<file path="src/common/soc_bus_pkg.sv">
// Internal bus widths and the request and response structs
// Bridge state encoding and the byte merge helper for byte-enabled writes

package soc_bus_pkg;

  localparam int unsigned AddrWidth = 64;
  localparam int unsigned DataWidth = 64;
  localparam int unsigned StrbWidth = DataWidth / 8;

  typedef struct packed {
    logic                 valid;
    logic                 we;
    logic [AddrWidth-1:0] addr;
    logic [StrbWidth-1:0] be;
    logic [DataWidth-1:0] wdata;
  } bus_req_t;

  typedef struct packed {
    logic                 valid;
    logic [DataWidth-1:0] rdata;
  } bus_rsp_t;

  typedef enum logic [2:0] {
    IDLE,
    SEND_WRITE,
    WAIT_WRITE,
    SEND_READ,
    WAIT_READ
  } sba_state_e;

  // Replace only the bytes whose enable is set
  function automatic logic [DataWidth-1:0] byte_merge(input logic [DataWidth-1:0] old_data,
                                                      input logic [DataWidth-1:0] new_data,
                                                      input logic [StrbWidth-1:0] be);
    logic [DataWidth-1:0] merged;
    merged = old_data;
    for (int b = 0; b < StrbWidth; b++) begin
      if (be[b]) begin
        merged[b*8 +: 8] = new_data[b*8 +: 8];
      end
    end
    return merged;
  endfunction

endpackage

</file>
<file path="src/common/soc_map_pkg.sv">
// SoC memory map: region bases and lengths, decoded targets
// Control register offsets and the L2 depth

package soc_map_pkg;

  typedef enum logic [1:0] {
    L2MEM,
    CTRL,
    DEBUG,
    NONE
  } target_e;

  // DRAM region, backed by the L2 SRAM
  localparam logic [63:0] DramBase    = 64'h8000_0000;
  localparam logic [63:0] DramLength  = 64'h4000_0000;

  localparam logic [63:0] CtrlBase    = 64'hD000_0000;
  localparam logic [63:0] CtrlLength  = 64'h1000;

  // Debug module window, forwarded off-chip
  localparam logic [63:0] DebugBase   = 64'h0000_0000;
  localparam logic [63:0] DebugLength = 64'h1000;

  localparam int unsigned L2NumWords  = 256;

  localparam logic [63:0] CtrlExitOffset  = 64'h0;
  localparam logic [63:0] CtrlCntEnOffset = 64'h8;

endpackage

</file>
<file path="src/verilog/soc_bus_decoder.sv">
// Address decoder for the internal bus
// Steers requests to L2, control registers or the debug window,
// and returns the selected target's response one cycle later

`timescale 1ns/100ps

module soc_bus_decoder (
  input  logic                              clk_i,
  input  logic                              rst_ni,
  input  soc_bus_pkg::bus_req_t             bus_req_i,
  input  soc_bus_pkg::bus_rsp_t             l2_rsp_i,
  input  soc_bus_pkg::bus_rsp_t             ctrl_rsp_i,
  input  logic [soc_bus_pkg::DataWidth-1:0] dm_device_rdata_i,
  output soc_bus_pkg::bus_rsp_t             bus_rsp_o,
  output soc_bus_pkg::bus_req_t             l2_req_o,
  output soc_bus_pkg::bus_req_t             ctrl_req_o,
  output logic                              dm_device_req_o,
  output logic                              dm_device_we_o,
  output logic [soc_bus_pkg::AddrWidth-1:0] dm_device_addr_o,
  output logic [soc_bus_pkg::StrbWidth-1:0] dm_device_be_o,
  output logic [soc_bus_pkg::DataWidth-1:0] dm_device_wdata_o
);
  import soc_bus_pkg::*;
  import soc_map_pkg::*;

  target_e sel, sel_q;
  logic    valid_q;
  logic    we_q;

  function automatic logic in_region(input logic [AddrWidth-1:0] addr,
                                     input logic [63:0] base,
                                     input logic [63:0] len);
    return (addr >= base) && (addr < base + len);
  endfunction

  always_comb begin
    if (in_region(bus_req_i.addr, DramBase, DramLength)) begin
      sel = L2MEM;
    end else if (in_region(bus_req_i.addr, CtrlBase, CtrlLength)) begin
      sel = CTRL;
    end else if (in_region(bus_req_i.addr, DebugBase, DebugLength)) begin
      sel = DEBUG;
    end else begin
      sel = NONE;
    end
  end

  ////////////////////////////////////////////////////////////
  // Request steering
  ////////////////////////////////////////////////////////////

  always_comb begin
    l2_req_o         = bus_req_i;
    l2_req_o.valid   = bus_req_i.valid && (sel == L2MEM);
    ctrl_req_o       = bus_req_i;
    ctrl_req_o.valid = bus_req_i.valid && (sel == CTRL);
  end

  assign dm_device_req_o   = bus_req_i.valid && (sel == DEBUG);
  assign dm_device_we_o    = bus_req_i.we;
  assign dm_device_addr_o  = bus_req_i.addr;
  assign dm_device_be_o    = bus_req_i.be;
  assign dm_device_wdata_o = bus_req_i.wdata;

  // Selected target follows the request by one cycle
  always_ff @(posedge clk_i or negedge rst_ni) begin
    if (!rst_ni) begin
      valid_q <= 1'b0;
      we_q    <= 1'b0;
      sel_q   <= NONE;
    end else begin
      valid_q <= bus_req_i.valid;
      we_q    <= bus_req_i.we;
      sel_q   <= sel;
    end
  end

  always_comb begin
    unique case (sel_q)
      L2MEM:   bus_rsp_o = l2_rsp_i;
      CTRL:    bus_rsp_o = ctrl_rsp_i;
      // Debug window data arrives one cycle after its request
      DEBUG:   bus_rsp_o = '{valid: valid_q, rdata: we_q ? '0 : dm_device_rdata_i};
      default: bus_rsp_o = '{valid: valid_q, rdata: '0};
    endcase
  end

  a_one_target: assert property (@(posedge clk_i) disable iff (!rst_ni)
    $onehot0({l2_req_o.valid, ctrl_req_o.valid, dm_device_req_o}));

  // Whichever target is hit, its response comes back exactly one cycle later
  a_rsp_latency: assert property (@(posedge clk_i) disable iff (!rst_ni)
    bus_req_i.valid |=> bus_rsp_o.valid);

endmodule

</file>
<file path="config.mk">
export PLATFORM = sky130hd
export DESIGN_NAME = soc_bus_decoder
export DESIGN_NICKNAME = d
export VERILOG_FILES = /design/src/common/soc_bus_pkg.sv /design/src/common/soc_map_pkg.sv /design/src/verilog/soc_bus_decoder.sv
export SDC_FILE = /design/constraint.sdc
export NUM_CORES = 1
export LEC_CHECK = 0
export ABC_CLOCK_PERIOD_IN_PS = 1650
export BUFFER_PORTS_ARGS = -buffer_cell sky130_fd_sc_hd__buf_2
export CORE_AREA = 4 4 313 315
export CTS_BUF_LIST = sky130_fd_sc_hd__clkbuf_8
export CTS_CLUSTER_DIAMETER = 200
export DETAILED_ROUTE_END_ITERATION = 10
export DIE_AREA = 0 0 317 319
export PLACE_DENSITY_LB_ADDON = 0.12
export SLEW_MARGIN = 25
export SYNTH_ARGS = -nofsm -noshare
export SYNTH_HDL_FRONTEND = slang
export SYNTH_SLANG_ARGS = --single-unit
</file>
<file path="constraint.sdc">
create_clock -name clk_i -period 1.65 [get_ports clk_i]
set_input_delay 0.33 -clock clk_i [delete_from_list [all_inputs] [get_ports clk_i]]
set_output_delay 0.33 -clock clk_i [all_outputs]
set_load 0.005 [all_outputs]
</file>
# ---- Yosys cells after proc, flatten, opt, wreduce, memory -nomap -nowiden
# Cells that the tools add are included.
# Widths: inputs -> output; s select.
dict set report op_classes {
  add_sub_neg 0
  n_mul 0
  div_mod_pow 0
  magnitude_cmp 6
  n_eq_ne 4
  n_shift 0
  mux 5
  bitwise_logic 0
  n_reduce_logical 8
}
# op count
set ops {}
lappend ops {{$pmux 65 s3} 1}
lappend ops {{$ge 64x32->1 const B} 2}
lappend ops {{$lt 64x32->1 const B} 2}
lappend ops {{$ge 64x1->1 const B} 1}
lappend ops {{$lt 64x13->1 const B} 1}
lappend ops {{$mux 64} 1}
lappend ops {{$logic_and 1x1->1} 6}
lappend ops {{$eq 2x1->1 const B} 2}
lappend ops {{$eq 2x2->1 const B} 2}
lappend ops {{$logic_not 2->1} 2}
lappend ops {{$mux 2} 2}
lappend ops {{$mux 1} 1}
dict set report word_totals {
  reg_bits 4
  latch_bits 0
  ramBits 0
  mem_bits_ro 0
  inputBits 334
  output_inout_bits 479
  elab_cells 26
  mem_count 0
}

# ---- Logic depth before layout (Yosys ltp)
# Gate-level depths: netlist of run 1.
dict set report depth {
  word_depth 7
  depth_mapped 6
  mapped_depth_nobuf 4
}

# ---- Worst setup path after synthesis of run 1
# No wires, ideal clock.
dict set report synth_path {
  path_kind {register -> output}
  start {reg sel_q[1]}
  end {out bus_rsp_o[13] (netlist name)}
  t_arrival_ps 1221
  t_required_ps 1320
  setup_slack_ps 99
  stages_incl_launch_ff 6
  n_path_buf 2
  path_cell_list {dfstp_2 > nor3b_2 > buf_2 > buf_2 > nand2_1 > o21ai_0}
}
# element line_no
set synth_lines {}
lappend synth_lines {{start, declared} soc_bus_decoder.sv:26} ;# target_e sel, sel_q;
lappend synth_lines {{start signal, assigned} soc_bus_decoder.sv:74} ;# sel_q <= sel;
lappend synth_lines {{end, declared} soc_bus_decoder.sv:14} ;# output soc_bus_pkg::bus_rsp_t bus_rsp_o,

==> impl_metrics.csv, run 1 <==
group,metric,value,unit
detailed_routing,vias,4546,
setup_path,start_kind,"flip-flop",
detailed_routing,antenna_left,0,
finish,drive_above_1_share,0.795,
floorplan,core,94900,sq um
yosys,synth_area,4780,sq um
yosys,yosysTopAreaCellShare,0.653,
global_routing,grt_util_all_layers,0.0446,
floorplan,ios,813,
finish,final_common_cell,"buf_2",
yosys,syn_avg_cell_area,7.03,sq um
clock_tree,clock_sinks,4,
detailed_routing,drcViolationCount,0,
floorplan,die_x,317,microns
yosys,muxShareOfSynthArea,0.103,
global_routing,grt_first_pass_wirelength,33.8,mm
pwr,p_comb_frac,0.730,
sta,finalHoldViolCount,0,
pwr,ir_drop,143,uV
clock_tree,cts_made_buffers,3,
sta,finalSetupTns,-35.42,ns
sta,rsz0062_at_grt,"yes",
pwr,seq_power_share,0.095,
setup_path,end_kind,"primary output",
yosys,synth_cells,681,
placed_design,gp_congestion,0.700,
yosys,synth_simple_gate_area_frac,0.113,
sta,min_period,2.23,ns
placed_design,port_buffers,476,
sta,fmax,449,MHz
floorplan,die-height,319,microns
setup_path,path_common_cell,"buf_6",
pwr,p_leak,3.68,nW
finish,fin_cells,2106,
yosys,yosys.area_share.adder,0,
sta,relSlewSlack,0.689,
global_routing,grt_pass1_vias,4929,
detailed_routing,wl,26.5,mm
detailed_routing,routedWlPerCell,12.6,microns
floorplan,num_rows,113,
pwr,p_int,0.741,mW
yosys,yosys.cell_types.count,25,
yosys,ys_warn_count,0,
run_status,violations,"setup timing",
setup_path,cpMaxStageDelayCell,"dfstp_4",
finish,layout.nets,1175,
setup_path,critical_path_arrival,1.90,ns
placed_design,detailed_place_hpwl,22.4,mm
yosys,yosys-top-cells-area,"buf_4, mux2i_1, o21ai_0",
clock_tree,path_clk_slew,0.03,ns
clock_tree,cts-htree-levels,1,
global_routing,globalRoute.totalOverflow,0,
setup_path,worst_path_dominant_cell_family,"flip-flops",
run_status,status,"finished, violations left",
sta,slew_violations,0,
setup_path,cp.buffers_inverters,5,
yosys,ys_seq_elements,4,
clock_tree,cts-root-buf,"clkbuf_8",
clock_tree,clockBufferDepth,2,
sta,post-route-period-util,1.35,
yosys,synth_top_family_by_area,"buffers and inverters",
setup_path,slowest_delay,0.67,ns
placed_design,placedCellCount,2076,
detailed_routing,drt_iter0_markers,94,
yosys,synth-xor-area-share,0,
yosys,synth_largest_area_cell,"buf_4",
finish,final_cell_mix,"buf_2, buf_4, mux2i_1",
detailed_routing,viasPerCell,2.16,
finish,syn_to_final_growth,49.6,%
setup_path,cp_max_fo,5,
pwr,p_total,1.16,mW
yosys,synth_compound_area_frac,0.0873,
sta,whs,0.271,ns
floorplan,initial_core_util,0.0504,
pwr,clock_power_share,0.175,
setup_path,cp_cell_sequence,"buf_6 > nor3b_4 > buf_6 > buf_12 > buf_8 > nand2_2 > o21ai_1 > buf_2",
detailed_routing,drt_pass1_iterations,4,
sta,fin_ws,-0.580,ns
global_routing,grt_max_degree,28,
pwr,power_switching,0.420,mW
sta,worstMarginPinSlew,0.466,ns
setup_path,required,1.32,ns
run,cap_violations,0,
setup_path,crit_type,"reg -> out",
clock_tree,cts_tree,"done",
sta,setup_viol,68,
global_routing,antenna_found_initial,4,
yosys,synthesis.nets,1015,
pwr,p_per_area,162,nW/um^2
worst_hold_path,min_path_type,"in -> reg",
yosys,ys_seq_area_frac,0.0214,
pwr,swShare,0.362,
floorplan,die-area,101000,sq um
-- power by group through the flow --
stage	clock network (mW)	registers, mW	logic [mW]
2_1_floorplan	0	0.104	0.876
3_3_place_gp	0	0.111	0.831
3_5_place_dp	0	0.111	0.816
4_1_cts	0.214	0.110	0.851
5_1_grt	0.221	0.111	0.934
6_report	0.204	0.110	0.848
-- cell type report --
| type | instances | area, sq um |
|---|---|---|
| Tap cell | 1265 | 1580 |
| Inverter | 1 | 3.75 |
| Fill cell | 11300 | 87700 |
| Clock buffer | 3 | 41.3 |
| Timing Repair Buffer | 589 | 3620 |
| Sequential cell | 4 | 110 |
| Antenna cell | 2 | 5.00 |
| Multi-Input combinational cell | 242 | 1800 |
-- path summary, 6_finish.rpt --
| path | start | to | slack (ns) | cells after the start |
|---|---|---|---|---|
| min in group asynchronous | rst_ni | we_q | 0.48 | 2 |
| max in group asynchronous | rst_ni | sel_q[1] | 0.96 | 2 |
| worst min-delay path | bus_req_i[137] | valid_q | 0.27 | 1 |
| worst max-delay path | sel_q[1] | bus_rsp_o[13] | -0.58 | 8 |
-- logic make-up (layout without fill, tap and decap cells) --
group           count (synthesis)  count (layout)
compound gates                 83              83
buf+inv                       435             593
flops                           4               4
mux                            49              49
other cells                     0               2
simple gates                  110             110
-- stage by stage --
step | worst slack [ns] | util | area, sq um
finish | -0.580 | 0.0755 | 7160
CTS | -0.681 | 0.0702 | 6660
global placement | -0.826 | 0.0661 | 6270
detailed placement | -0.830 | 0.0661 | 6270
floorplan | 0.0986 | - | 4780
global route | -0.708 | 0.0754 | 7150
-- state kept, by name (all words and copies together), names as in the netlist --
| signal | cells |
|---|---|
| sel_q | 2 |
| valid_q | 1 |
| we_q | 1 |
-- synthesized netlist by cell type, drive strengths merged --
cell / instances
o211ai: 1
and3: 3
a21oi: 16
or4: 1
nor3: 1
o21ai: 66
mux2i: 49
nor4: 12
buf: 427
inv: 1
nand2b: 1
nand2: 65
clkbuf: 7
dfrtp: 2
nor2: 3
and4b: 1
nor3b: 1
dfstp: 2
nand4: 3
nor2b: 19
-- routing by layer --
metal	vias to the layer above	share of wire	global-route usage
li1	2115	-	-
met1	1930	0.38	0.0503
met2	479	0.46	0.0756
met3	16	0.15	0.0249
met4	6	0.0050	0.00313
met5	-	0.0058	0.00947
-- what timing repair did --
| item | CTS | global route |
|---|---|---|
| resized for setup | 86 | 94 |
| setup endpoints to repair | 70 | 68 |
| cloned | 1 | 6 |
| hold buffers | 1 | 0 |
| buffers inserted | 6 | 13 |
| pin swaps | 27 | 16 |
| hold endpoints to repair | 2 | 0 |
Note: power is estimated with default switching activity, not from simulation.
==> run 2: changes to the inputs <==
- REMOVE_ABC_BUFFERS: not set -> 1
==> run 2 against run 1 <==
  * The flow still finishes with violations (setup timing)
  * Die area unchanged
  * Via count increased by 26%
  * Maximum frequency increased by 3.4%
  * Worst hold slack improved by 0.066 ns
  * Sequential share of layout area decreased by 0.12 points
  * Non-clock buffer count increased by 19
  * Clock power increased by 3%
  * Global-route usage increased by 8.3 points
  * Sequential cell count unchanged
  * Largest power group unchanged
==> impl_metrics.csv, run 2 (synthesized netlist as in run 1, its figures left out) <==
group,metric,value,unit
finish,final_cell_mix,"buf_2, buf_4, mux2i_1",
finish,final_common_cell,"buf_2",
detailed_routing,drt_pass1_iterations,4,
floorplan,die_x,317,microns
pwr,p_leak,3.96,nW
finish,largest_reg_flops,2,
placed_design,port_buffers,476,
placed_design,detailed_place_hpwl,59.9,mm
pwr,p_per_area,179,nW/um^2
floorplan,die-height,319,microns
worst_hold_path,min_path_type,"in -> reg",
finish,fin_cells,2133,
worst_hold_path,whs_path_depth,1,
floorplan,initial_core_util,0.0504,
global_routing,antenna_found_initial,37,
setup_path,cp_cell_sequence,"nor3b_4 > buf_12 > buf_16 > buf_12 > nand2_2 > o21ai_2 > buf_2",
clock_tree,cts-root-buf,"clkbuf_8",
detailed_routing,viasPerCell,2.69,
global_routing,grt_util_all_layers,0.127,
clock_tree,clockBufferDepth,2,
sta,relSlewSlack,0.790,
clock_tree,cts_made_buffers,3,
run_status,violations,"setup timing",
finish,largestRegisters,"sel_q: 2 flops, valid_q: 1 flops, we_q: 1 flops",
finish,layout.nets,1194,
floorplan,core,94900,sq um
setup_path,path_common_cell,"buf_12",
global_routing,grt_pass1_vias,5801,
global_routing,globalRoute.totalOverflow,0,
floorplan,die-area,101000,sq um
sta,fin_ws,-0.507,ns
sta,finalSetupTns,-29.77,ns
global_routing,grt_first_pass_wirelength,81.4,mm
detailed_routing,antenna_left,0,
detailed_routing,drt_iter0_markers,212,
setup_path,slowest_delay,0.62,ns
detailed_routing,drcViolationCount,0,
detailed_routing,routedWlPerCell,32.8,microns
setup_path,crit_type,"reg -> out",
sta,post-route-period-util,1.31,
clock_tree,clock_sinks,4,
detailed_routing,wl,70.0,mm
finish,largest_register,"sel_q",
floorplan,num_rows,113,
sta,worstMarginPinSlew,0.306,ns
run_status,status,"finished, violations left",
worst_hold_path,hold_start,"bus_req_i[137]",
setup_path,end_kind,"primary output",
sta,min_period,2.16,ns
setup_path,cp_max_fo,8,
finish,num-fill-cells,11200,
detailed_routing,vias,5745,
clock_tree,cts-htree-levels,1,
setup_path,cpMaxStageDelayCell,"dfstp_4",
sta,finalHoldViolCount,0,
clock_tree,cts_tree,"done",
pwr,ir_drop,93.1,uV
setup_path,critical_path_arrival,1.83,ns
finish,drive_above_1_share,0.855,
finish,syn_to_final_growth,62.7,%
sta,fmax,464,MHz
floorplan,ios,813,
clock_tree,path_clk_slew,0.04,ns
worst_hold_path,worstHoldEndpoint,"valid_q",
run,cap_violations,0,
setup_path,start_kind,"flip-flop",
setup_path,required,1.32,ns
global_routing,grt_max_degree,33,
placed_design,gp_congestion,0.767,
sta,setup_viol,68,
placed_design,placedCellCount,2086,
sta,rsz0062_at_grt,"yes",
finish,fin_util,0.0820,
sta,slew_violations,0,
## run 2: where the power goes
group          internal (mW)  switching [mW]  leakage, nW
logic                  0.509           0.571         3.90
clock network          0.156          0.0537       0.0216
registers              0.101         0.00308       0.0440
total                  0.766           0.628         3.96
## run 2: worst max-delay path, delay by kind of cell (launching register included)
| family | cells | cell delay (ns) |
|---|---|---|
| flip-flops | 1 | 0.62 |
| buffers and inverters | 4 | 0.64 |
| AND/OR/NAND/NOR | 2 | 0.28 |
| AO/OA/AOI/OAI | 1 | 0.05 |
## run 2: stage by stage
stage / cell area, sq um / power, mW / hold WS (ns) / worst slack [ns]
floorplan: 1550 / 0.169 / 0.0344 / -1.38
detailed placement: 6360 / 1.13 / 0.164 / -0.646
CTS: 6980 / 1.39 / 0.340 / -0.546
global route: 7770 / 1.49 / 0.336 / -0.604
finish: 7780 / 1.39 / 0.337 / -0.507
global placement: 6360 / 1.13 / 0.163 / -0.664
## run 2: area by class of cell
cell class | count | area, sq um | area share
diodes | 10 | 25.0 | 0.00321
clock buffers | 3 | 41.3 | 0.00530
inverters | 1 | 3.75 | 0.000482
multi-input cells | 242 | 2060 | 0.265
flip-flops and latches | 4 | 110 | 0.0141
well taps | 1265 | 1580 | 0.203
repair buffers | 608 | 3960 | 0.508
## run 2: per-layer routing
metal / GRT usage / wire, microns
met5: 0.0436 / 714
met4: 0.00847 / 434
met3: 0.115 / 14100
met2: 0.159 / 24700
met1: 0.162 / 30000
## run 2: worst max-delay path by stage
stage	start	endpoint	slack (ns)	cells past startpoint
finish	sel_q[1]	bus_rsp_o[59]	-0.51	7
CTS	sel_q[0]	bus_rsp_o[15]	-0.55	5
global route	bus_req_i[115]	dm_device_req_o	-0.60	9
detailed placement	bus_req_i[114]	dm_device_req_o	-0.65	9
floorplan	sel_q[1]	bus_rsp_o[16]	-1.38	3
global placement	bus_req_i[114]	dm_device_req_o	-0.66	9
## run 2: what timing repair did
action / CTS / global route
hold endpoints to repair: 2 / 0
gates resized for setup: 139 / 146
pin swaps: 26 / 49
hold buffers: 1 / 0
gates cloned: 3 / 5
setup endpoints to repair: 68 / 68
setup buffers: 8 / 20
