[src/common/soc_bus_pkg.sv]
// Internal bus widths and the request and response structs
// Bridge state encoding and the byte merge helper for byte-enabled writes

package soc_bus_pkg;

  localparam int unsigned AddrWidth = 64;
  localparam int unsigned DataWidth = 64;
  localparam int unsigned StrbWidth = DataWidth / 8;

  typedef struct packed {
    logic                 valid;
    logic                 we;
    logic [AddrWidth-1:0] addr;
    logic [StrbWidth-1:0] be;
    logic [DataWidth-1:0] wdata;
  } bus_req_t;

  typedef struct packed {
    logic                 valid;
    logic [DataWidth-1:0] rdata;
  } bus_rsp_t;

  typedef enum logic [2:0] {
    IDLE,
    SEND_WRITE,
    WAIT_WRITE,
    SEND_READ,
    WAIT_READ
  } sba_state_e;

  // Replace only the bytes whose enable is set
  function automatic logic [DataWidth-1:0] byte_merge(input logic [DataWidth-1:0] old_data,
                                                      input logic [DataWidth-1:0] new_data,
                                                      input logic [StrbWidth-1:0] be);
    logic [DataWidth-1:0] merged;
    merged = old_data;
    for (int b = 0; b < StrbWidth; b++) begin
      if (be[b]) begin
        merged[b*8 +: 8] = new_data[b*8 +: 8];
      end
    end
    return merged;
  endfunction

endpackage

[src/sba/sba_bridge_fsm.sv]
// SBA bridge: grants and latches one debug access at a time
// and runs it as a single-beat transaction on the internal bus

`timescale 1ns/100ps

module sba_bridge_fsm (
  input  logic                              clk_i,
  input  logic                              rst_ni,
  input  logic                              sba_req_i,
  input  logic                              sba_we_i,
  input  logic [soc_bus_pkg::AddrWidth-1:0] sba_addr_i,
  input  logic [soc_bus_pkg::StrbWidth-1:0] sba_be_i,
  input  logic [soc_bus_pkg::DataWidth-1:0] sba_wdata_i,
  input  soc_bus_pkg::bus_rsp_t             bus_rsp_i,
  output logic                              sba_gnt_o,
  output logic                              sba_r_valid_o,
  output logic [soc_bus_pkg::DataWidth-1:0] sba_r_rdata_o,
  output soc_bus_pkg::bus_req_t             bus_req_o
);
  import soc_bus_pkg::*;

  sba_state_e           state_d, state_q;
  logic [AddrWidth-1:0] addr_q;
  logic [StrbWidth-1:0] be_q;
  logic [DataWidth-1:0] wdata_q;

  ////////////////////////////////////////////////////////////
  // Next state and outputs
  ////////////////////////////////////////////////////////////

  always_comb begin
    state_d       = state_q;
    sba_gnt_o     = 1'b0;
    sba_r_valid_o = 1'b0;
    sba_r_rdata_o = '0;
    bus_req_o     = '{valid: 1'b0, we: 1'b0, addr: addr_q, be: be_q, wdata: wdata_q};

    unique case (state_q)
      IDLE: begin
        // Grant in the same cycle, the bus access follows next cycle
        if (sba_req_i) begin
          sba_gnt_o = 1'b1;
          state_d   = sba_we_i ? SEND_WRITE : SEND_READ;
        end
      end
      SEND_WRITE: begin
        bus_req_o.valid = 1'b1;
        bus_req_o.we    = 1'b1;
        state_d         = WAIT_WRITE;
      end
      SEND_READ: begin
        bus_req_o.valid = 1'b1;
        state_d         = WAIT_READ;
      end
      WAIT_WRITE: begin
        // Write completion carries no data
        if (bus_rsp_i.valid) begin
          sba_r_valid_o = 1'b1;
          state_d       = IDLE;
        end
      end
      WAIT_READ: begin
        if (bus_rsp_i.valid) begin
          sba_r_valid_o = 1'b1;
          sba_r_rdata_o = bus_rsp_i.rdata;
          state_d       = IDLE;
        end
      end
      default: state_d = IDLE;
    endcase
  end

  ////////////////////////////////////////////////////////////
  // State and request latch
  ////////////////////////////////////////////////////////////

  always_ff @(posedge clk_i or negedge rst_ni) begin
    if (!rst_ni) begin
      state_q <= IDLE;
    end else begin
      state_q <= state_d;
    end
  end

  // Direction is kept in the state, the rest of the request here
  always_ff @(posedge clk_i) begin
    if (sba_gnt_o) begin
      addr_q  <= sba_addr_i;
      be_q    <= sba_be_i;
      wdata_q <= sba_wdata_i;
    end
  end

  // Grant only from IDLE on a pending request, and the bus request follows next cycle
  a_gnt_idle: assert property (@(posedge clk_i) disable iff (!rst_ni)
    sba_gnt_o |-> ((state_q == IDLE) && sba_req_i) ##1 bus_req_o.valid);

  // Waiting for a response never puts a second request on the bus
  a_no_req_in_wait: assert property (@(posedge clk_i) disable iff (!rst_ni)
    (state_q inside {WAIT_WRITE, WAIT_READ}) |-> !bus_req_o.valid);

endmodule

[config.mk]
export PLATFORM = sky130hd
export DESIGN_NAME = sba_bridge_fsm
export DESIGN_NICKNAME = d
export VERILOG_FILES = /design/src/common/soc_bus_pkg.sv /design/src/sba/sba_bridge_fsm.sv
export SDC_FILE = /design/constraint.sdc
export NUM_CORES = 1
export LEC_CHECK = 0
export CORE_AREA = 2 2 158 160
export CTS_CLUSTER_DIAMETER = 80
export DETAILED_ROUTE_END_ITERATION = 12
export DIE_AREA = 0 0 160 162
export DONT_BUFFER_PORTS = 1
export GPL_ROUTABILITY_DRIVEN = 0
export SLEW_MARGIN = 20
export SYNTH_ARGS = -nofsm -noshare
export SYNTH_HDL_FRONTEND = slang
export SYNTH_SLANG_ARGS = --single-unit
[constraint.sdc]
create_clock -name clk_i -period 49 [get_ports clk_i]
set_input_delay 12.25 -clock clk_i [delete_from_list [all_inputs] [get_ports clk_i]]
set_output_delay 12.25 -clock clk_i [all_outputs]
set_load 0.01 [all_outputs]
# After elaboration in Yosys (flattened, before gate mapping)
# Index checks and enable logic that the tools add are counted.
[word_totals] regBits=139 inputBits=205 out_inout_bits=204 word_cells=26
[classes] eq_ne=6 mux=12 n_reduce_logical=4
[op_table] cell="64-bit two-way mux" n=2
[op_table] cell="3-bit case mux with 4 select lines" n=1
[op_table] cell="3-bit by 2-bit == test with 1-bit output, second input constant" n=2
[op_table] cell="1-bit two-way mux" n=6
[op_table] cell="3-bit two-way mux" n=2
[op_table] cell="2-bit OR reduction" n=2
[op_table] cell="3-bit by 1-bit == test with 1-bit output, second input constant" n=1
[op_table] cell="3-bit == test, second input constant" n=1
[op_table] cell="3-bit zero test" n=1
[op_table] cell="2-bit two-way mux" n=1
[op_table] cell="2-bit by 1-bit inequality test with 1-bit output, second input constant" n=1
[op_table] cell="2-bit inequality test, second input constant" n=1
[op_table] cell="2-bit AND reduction" n=1

# Logic depth before layout (Yosys ltp)
# Gate-level depths: netlist of run 1.
[logic_depth] word_depth=4 mapped_depth=6 ltp_nobuf=3

# Worst setup path after synthesis of run 1
# OpenSTA, ideal clock, no wires.
[synth_timing] path_kind="input to output" from="input port sba_req_i" to="output port sba_gnt_o" t_arrival_ps=26186 required_ps=36750 path_slack_ps=10564 stages=1 n_path_buf=0 path_cell_list="nor4b_1"
[synth_between] elab_chain_len=2
[synth_lines] element="from (decl)" line_no="sba_bridge_fsm.sv:9" text="input logic sba_req_i,"
[synth_lines] element="1-bit two-way mux" line_no="sba_bridge_fsm.sv:41" text="if (sba_req_i) begin"
[synth_lines] element="1-bit two-way mux" line_no="sba_bridge_fsm.sv:38" text="unique case (state_q)"
[synth_lines] element="to (decl)" line_no="sba_bridge_fsm.sv:15" text="output logic sba_gnt_o,"
# Every way passes these cells.

# Worst setup path after layout of run 1
[layout_timing] from="input port bus_rsp_i[64] (netlist bit)" to="output port sba_r_rdata_o[62] (netlist bit)"
[layout_between] elab_chain_len=2
[layout_lines] element="from (decl)" line_no="sba_bridge_fsm.sv:14" text="input soc_bus_pkg::bus_rsp_t bus_rsp_i,"
[layout_lines] element="64-bit two-way mux" line_no="sba_bridge_fsm.sv:63" text="if (bus_rsp_i.valid) begin"
[layout_lines] element="64-bit two-way mux" line_no="sba_bridge_fsm.sv:38"
[layout_lines] element="to (decl)" line_no="sba_bridge_fsm.sv:17" text="output logic [soc_bus_pkg::DataWidth-1:0] sba_r_rdata_o,"
# Every way passes these cells.

==> results of run 1 <==
-- routing by layer --
| layer | vias up | routed length [µm] | part of all wire |
|---|---|---|---|
| met1 | 1006 | 4270 | 0.28 |
| met2 | 251 | 8300 | 0.55 |
| li1 | 871 | - | - |
| met4 | 10 | 322 | 0.021 |
| met5 | - | 70 | 0.0046 |
| met3 | 24 | 2220 | 0.15 |
-- registers in the layout, indices dropped and copies added (netlist names) --
| register | flops |
|---|---|
| state_q | 3 |
| wdata_q | 64 |
| addr_q | 64 |
| be_q | 8 |
-- logic make-up after synthesis --
family	after synthesis	share of synthesized area
buffers and inverters	11	0.0216
and+or+nand+nor	72	0.0959
AOI/OAI and AO/OA	3	0.00474
DFF	139	0.876
xor gates and xnor gates	1	0.00184
-- power by group through the flow --
stage	clock network [mW]	registers (mW)	logic, mW
2_1_floorplan	0	0.205	0.0234
3_3_place_gp	0	0.198	0.0271
3_5_place_dp	0	0.198	0.0283
4_1_cts	0.133	0.196	0.0284
5_1_grt	0.137	0.198	0.0305
6_report	0.129	0.195	0.0276
-- worst max-delay path by stage --
stage                       start                end
floorplan               sba_req_i          sba_gnt_o
global placement    bus_rsp_i[64]   sba_r_rdata_o[0]
detailed placement  bus_rsp_i[64]  sba_r_rdata_o[60]
CTS                 bus_rsp_i[64]  sba_r_rdata_o[60]
global route        bus_rsp_i[64]  sba_r_rdata_o[37]
finish              bus_rsp_i[64]  sba_r_rdata_o[62]
-- layout make-up --
class / instances / share of cell area
flip-flops and latches: 139 / 0.728
clock inverters: 15 / 0.0313
diodes: 6 / 0.00263
inverters: 2 / 0.00131
clock buffers: 17 / 0.0744
multi-input cells: 76 / 0.0863
well taps: 324 / 0.0709
repair buffers: 4 / 0.00526
-- placed cells by master (no fill, tap or decap) --
cell	n
nor2_1	1
inv_8	1
a32o_1	1
clkinv_2	1
clkinv_4	1
diode_2	6
clkbuf_16	17
a21oi_1	1
and3_1	1
and2_1	64
o31ai_1	1
nor3_1	1
nor4b_1	1
or4b_1	1
edfxtp_1	136
nor4b_2	1
clkinvlp_4	2
bufinv_16	1
inv_6	5
nor2b_1	2
dfrtp_1	3
buf_4	4
inv_1	2
clkinv_8	4
xnor2_1	1
-- worst max-delay path: stages --
cell    delay, ns
and3_1       0.54
buf_4        0.38
and2_1       0.24
-- through the flow --
step | cells | utilization | setup WS (ns)
after floorplan | 226 | - | 10.56
after global placement | 545 | 0.211 | 23.42
after detailed placement | 545 | 0.211 | 23.31
after CTS | 577 | 0.236 | 23.31
after global routing | 581 | 0.237 | 23.20
final | 583 | 0.237 | 23.32
==> flow_metrics.tcl, run 1 <==
set metrics [dict create \
    synthFlopType "edfxtp_1" \
    avgSynthCellArea_um2 21.0 \
    routedWlPerCell_um 26.0 \
    io_buffers 0 \
    cap_violations 0 \
    irDropWorstVdd_mv 0.0264 \
    fin_crit_ns 25.68 \
    busiest_layer "met2" \
    die_h_um 162 \
    grt_usage 0.113 \
    ioPinCount 409 \
    cts_buffer_depth 2 \
    combPwrFrac 0.079 \
    place_hpwl_mm 12.2 \
    cp-end-kind "output pin" \
    final_area_um2 5710 \
    ant_nets 0 \
    timing.rr.start "state_q[2]$_DFFE_PN0P_" \
    grt_overflow 0 \
    numCtsBuffers 17 \
    cts_tree "yes" \
    layout_worst_path_cycle_share 0.524 \
    max_freq_mhz 38.9 \
    synth_top_area_frac 0.860 \
    drc 0 \
    grt_pass1_vias 2319 \
    hold_path.class "reg2reg" \
    p_int_uw 245 \
    post_cts_buffers 0 \
    power_switching_uw 106 \
    yosysMostFrequentCell "edfxtp_1" \
    whs_ns 0.570 \
    vias_per_cell 3.71 \
    synth_area_um2 4750 \
    synthCells 226 \
    path_class "in2out" \
    yosysWarnings 0 \
    drt_iter0_markers 127 \
    yosysTopAreaCell "edfxtp_1" \
    wl_mm 15.2 \
    fillCellCount 2537 \
    rsz0062_at_grt "no" \
    sequentialPowerShare 0.555 \
    p_leak_nw 1.85 \
    core_um2 24100 \
    grt_max_degree 61 \
    critPathArrivalTime_ns 13.43 \
    die_w_um 160 \
    critPathRequiredTime_ns 36.75 \
    ys_top_cells_by_count "edfxtp_1 (136), and2_1 (64), buf_6 (8), dfrtp_1 (3)" \
    rrSetupSlack_ns 46.37 \
    hold_viol_final 0 \
    slew_headroom 0.486 \
    multi_input_area_um2 493 \
    r2r_end "wdata_q[9]$_DFFE_PP_" \
    dieArea_um2 25900 \
    clkTransAtPathRegs_ns 0.06 \
    synth.distinct_cells 16 \
    power_density_nw_per_um2 61.5 \
    grt_pass1_wl_mm 19.4 \
    synth_edf_count 136 \
    grtUsageMet1 0.0904 \
    hold_start "state_q[0]$_DFFE_PN0P_" \
    met3_usage 0.0781 \
    clockPowerShare 0.367 \
    min_to "state_q[0]$_DFFE_PN0P_" \
    drive_gt1_frac 0.146 \
    nets 445 \
    cts_resized 0 \
    worst_slew_pin_slew_ns 0.771 \
    vias 2162 \
    crit_fanout 35 \
    antenna_found_initial 12 \
    cts_num_sinks 139 \
    cts-root-buf "clkbuf_16" \
    status "completed" \
    p_sw_frac 0.301 \
    synth_fp_nets 431 \
    firstDrtPassIters 4 \
    async_flop_share 0.0216 \
    dpl_cell_area_um2 5090 \
    fin_worst_skew_ns 0.0192 \
    yosys-top-cells-area "edfxtp_1 (86%), and2_1 (8.4%), buf_6 (1.9%)" \
    r2r_cells 3 \
    ys_ff_latch 139 \
    regArea_um2 4160 \
    setup_viol 0 \
    placement_rows 57 \
    fin_setup_tns_ns 0 \
    grt_use_met2 0.207 \
    initial_utilization 0.197 \
    yosysSeqAreaShare 0.876 \
    holdPathStages 1 \
    insertion_delay_ns 0.42 \
    h-tree-depth 4 \
    area_growth_syn_to_layout_pct 20.3 \
    total_power_uw 351 \
    final_max_slew_viol_count 0 \
    start_kind "input port" \
    cts_hold_buf 0 \
]
Note: power is estimated with default switching activity, not from simulation.
==> inputs of run 2 (changes only) <==
clock period = 22.4 ns   (was 49 ns; I/O delays follow)
==> flow_metrics.tcl, run 2 (synthesis gave the netlist of run 1 again) <==
set metrics [dict create \
    core_um2 24100 \
    ant_nets 0 \
    drc 0 \
    crit_fanout 137 \
    grt_use_met2 0.208 \
    worstPathCellList "nor4b_4 > buf_12" \
    fin_setup_tns_ns 0 \
    nets 443 \
    placement_rows 57 \
    hold_path.class "reg2reg" \
    place_hpwl_mm 12.6 \
    fin_worst_skew_ns 0.0116 \
    power_density_nw_per_um2 136 \
    grt_max_degree 138 \
    initial_utilization 0.197 \
    total_power_uw 783 \
    critPathRequiredTime_ns 16.80 \
    rsz0062_at_grt "no" \
    final_cell_mix "edfxtp_1 (136), and2_1 (64), clkbuf_16 (17), inv_6 (4)" \
    routedWlPerCell_um 26.4 \
    fin_util 0.239 \
    fillCellCount 2541 \
    setup_viol 0 \
    dieArea_um2 25900 \
    antenna_found_initial 18 \
    die_h_um 162 \
    irDropWorstVdd_mv 0.0539 \
    layout_worst_path_cycle_share 0.539 \
    slowest_delay_ns 0.46 \
    cts-root-buf "clkbuf_16" \
    worst_slew_pin_slew_ns 0.780 \
    worst-path-buf-inv 1 \
    start_kind "input port" \
    io_buffers 0 \
    grt_usage 0.116 \
    post_cts_buffers 0 \
    crit_slowest_cell "buf_12" \
    critPathArrivalTime_ns 6.48 \
    grt_pass1_vias 2189 \
    final_max_slew_viol_count 0 \
    critPathTopFamily "buffers and inverters" \
    drive_gt1_frac 0.139 \
    cts_tree "yes" \
    path_class "in2out" \
    slew_headroom 0.480 \
    max_freq_mhz 82.8 \
    cts_resized 0 \
    met3_usage 0.0978 \
    grt_overflow 0 \
    clkTransAtPathRegs_ns 0.06 \
    busiest_layer "met2" \
    cp-startpoint "sba_req_i" \
    final_common_cell "edfxtp_1" \
    firstDrtPassIters 4 \
    die_w_um 160 \
    cp-end-kind "output pin" \
    drt_iter0_markers 135 \
    vias 2162 \
    area_growth_syn_to_layout_pct 21.1 \
    timing.rr.start "state_q[2]$_DFFE_PN0P_" \
    numCtsBuffers 17 \
    cts_buffer_depth 2 \
    hold_start "state_q[0]$_DFFE_PN0P_" \
    cts_num_sinks 139 \
    status "completed" \
    fin_crit_ns 12.08 \
    wl_mm 15.4 \
    cap_violations 0 \
    ioPinCount 409 \
    cts_hold_buf 0 \
    reg_top3 "addr_q: 64 flops, wdata_q: 64 flops, be_q: 8 flops" \
    vias_per_cell 3.70 \
    p_leak_nw 1.86 \
    grt_pass1_wl_mm 19.7 \
    h-tree-depth 4 \
    grtUsageMet1 0.0880 \
    insertion_delay_ns 0.41 \
    hold_viol_final 0 \
]
[run 2: changes by cell type in the layout (fill, tap and decap cells not counted), sizes merged]
cell | before | now
inv | 8 | 9
buf | 4 | 2
clkinvlp | 2 | 1
bufinv | 1 | 2
diode | 6 | 10
clkinv | 6 | 5
[run 2: final cells by class]
| class | count | area (µm²) | share of cell area |
|---|---|---|---|
| tap | 324 | 405 | 0.0705 |
| sequential | 139 | 4160 | 0.723 |
| inverter | 2 | 7.51 | 0.00131 |
| clock inverter | 15 | 199 | 0.0346 |
| antenna | 10 | 25.0 | 0.00435 |
| timing repair buffer | 2 | 27.5 | 0.00479 |
| clock buffer | 17 | 425 | 0.0740 |
| multi-input combinational | 76 | 502 | 0.0872 |
[run 2: worst paths after layout]
path / to / slack [ns] / depth (start not counted)
setup / recovery: sba_gnt_o / 10.32 / 2
hold / removal: state_q[0]$_DFFE_PN0P_ / 0.71 / 1
setup reg to reg: addr_q[27]$_DFFE_PP_ / 20.45 / 2
hold reg to reg: state_q[0]$_DFFE_PN0P_ / 0.71 / 1
max in group asynchronous: state_q[0]$_DFFE_PN0P_ / 17.45 / 0
min in group asynchronous: state_q[2]$_DFFE_PN0P_ / 4.88 / 0
[run 2: through the flow]
| stage | worst slack, ns | hold WS, ns | area (µm²) | std cells |
|---|---|---|---|---|
| after floorplan | 3.66 | 0.513 | 4750 | 226 |
| after global placement | 10.37 | 0.718 | 5100 | 543 |
| after detailed placement | 10.33 | 0.732 | 5100 | 543 |
| after CTS | 10.34 | 0.744 | 5730 | 575 |
| after global routing | 10.28 | 0.788 | 5740 | 581 |
| final | 10.32 | 0.709 | 5750 | 585 |
[run 2: worst register-to-register path, cell delays in order, from the launching register on]
cell and delay, ns:
dfrtp_1 0.53, nor4b_4 0.39, buf_12 0.46
[run 2: routing by layer]
layer / vias to the layer above / share of wire
li1: 881 / -
met5: - / 0.0045
met3: 32 / 0.17
met4: 10 / 0.026
met2: 264 / 0.54
met1: 975 / 0.26
[run 2: power breakdown]
part / total [mW] / switching (mW) / internal, mW
Sequential: 0.430 / 0.0625 / 0.368
Clock: 0.293 / 0.123 / 0.171
Combinational: 0.0587 / 0.0473 / 0.0114
Total: 0.783 / 0.233 / 0.550
==> inputs of run 3 (changes only) <==
clock period = 10.92 ns   (was 22.4 ns; I/O delays follow)
==> flow_metrics.tcl, run 3 (synthesis gave the netlist of run 1 again) <==
set metrics [dict create \
    status "completed" \
    dieArea_um2 25900 \
    fin_setup_tns_ns 0 \
    place_hpwl_mm 11.2 \
    layout_worst_path_cycle_share 0.572 \
    cp-startpoint "bus_rsp_i[64]" \
    placement_rows 57 \
    nets 445 \
    cap_violations 0 \
    fillCellCount 2533 \
    fin_util 0.238 \
    cp-end-kind "output pin" \
    slew_headroom 0.367 \
    firstDrtPassIters 4 \
    drt_iter0_markers 112 \
    grt_overflow 0 \
    timing.rr.start "state_q[2]$_DFFE_PN0P_" \
    worst_slew_pin_slew_ns 0.950 \
    total_power_mw 1.60 \
    hold_start "state_q[0]$_DFFE_PN0P_" \
    power_density_nw_per_um2 279 \
    max_freq_mhz 160 \
    drc 0 \
    clkTransAtPathRegs_ns 0.06 \
    final_max_slew_viol_count 0 \
    grt_max_degree 73 \
    final_common_cell "edfxtp_1" \
    hold_path.class "reg2reg" \
    numCtsBuffers 17 \
    post_cts_buffers 0 \
    cts_num_sinks 139 \
    crit_fanout 64 \
    h-tree-depth 4 \
    final_cell_mix "edfxtp_1 (136), and2_1 (64), clkbuf_16 (17), inv_6 (4), buf_4 (4)" \
    critPathArrivalTime_ns 3.51 \
    vias 2176 \
    area_growth_syn_to_layout_pct 20.8 \
    reg_top3 "addr_q: 64 flops, wdata_q: 64 flops, be_q: 8 flops" \
    routedWlPerCell_um 24.3 \
    initial_utilization 0.197 \
    insertion_delay_ns 0.41 \
    path_class "in2out" \
    grt_pass1_wl_mm 18.3 \
    cts-root-buf "clkbuf_16" \
    fin_crit_ns 6.24 \
    ioPinCount 409 \
    cts_resized 0 \
    fin_worst_skew_ns 0.00782 \
    die_h_um 162 \
    drive_gt1_frac 0.143 \
    antenna_found_initial 16 \
    irDropWorstVdd_mv 0.136 \
    start_kind "input port" \
    grt_pass1_vias 2271 \
    setup_viol 0 \
    critPathRequiredTime_ns 8.19 \
    wl_mm 14.2 \
    ant_nets 0 \
    whs_ns 0.626 \
    rsz0062_at_grt "no" \
    io_buffers 0 \
    cts_tree "yes" \
    hold_viol_final 0 \
    vias_per_cell 3.73 \
    grt_usage 0.105 \
    core_um2 24100 \
    p_leak_nw 1.87 \
    die_w_um 160 \
    cts_buffer_depth 2 \
    cts_hold_buf 0 \
]
## run 3: final timing paths
kind,end,slack (ns),cells after the start
setup / recovery,sba_r_rdata_o[40],4.68,3
hold / removal,state_q[0]$_DFFE_PN0P_,0.63,1
setup reg to reg,wdata_q[12]$_DFFE_PP_,8.83,3
hold reg to reg,state_q[0]$_DFFE_PN0P_,0.63,1
max in group asynchronous,state_q[0]$_DFFE_PN0P_,8.84,0
min in group asynchronous,state_q[2]$_DFFE_PN0P_,2.01,0
## run 3: where the power goes
| group | switching [mW] | internal, mW | total [mW] |
|---|---|---|---|
| Combinational | 0.101 | 0.0231 | 0.124 |
| Sequential | 0.121 | 0.754 | 0.875 |
| Clock | 0.237 | 0.365 | 0.602 |
| Total | 0.459 | 1.14 | 1.60 |
## run 3: per-layer routing
metal,share of wire,global-route usage,vias to the layer above
met2,0.55,0.195,245
li1,-,-,876
met1,0.27,0.0772,1009
met5,0.0073,0,-
met3,0.15,0.0843,30
met4,0.020,0.0467,16
## run 3: through the flow
| step | setup slack, ns | area (µm²) | instances |
|---|---|---|---|
| 2_1_floorplan | 1.13 | 4760 | 226 |
| 3_3_place_gp | 4.73 | 5100 | 545 |
| 3_5_place_dp | 4.69 | 5100 | 545 |
| 4_1_cts | 4.69 | 5710 | 576 |
| 5_1_grt | 4.60 | 5730 | 581 |
| 6_report | 4.68 | 5730 | 584 |
## run 3: cell type report
class	count	area [µm²]	share of cell area
Timing Repair Buffer	4	30.0	0.00524
Antenna cell	8	20.0	0.00349
Sequential cell	139	4160	0.725
Clock buffer	17	425	0.0742
Tap cell	324	405	0.0707
Inverter	2	7.51	0.00131
Clock inverter	14	185	0.0323
Multi-Input combinational cell	76	502	0.0875
## run 3: critical path: stages
cell and delay, ns:
and3_1 0.13, buf_4 0.37, and2_1 0.27
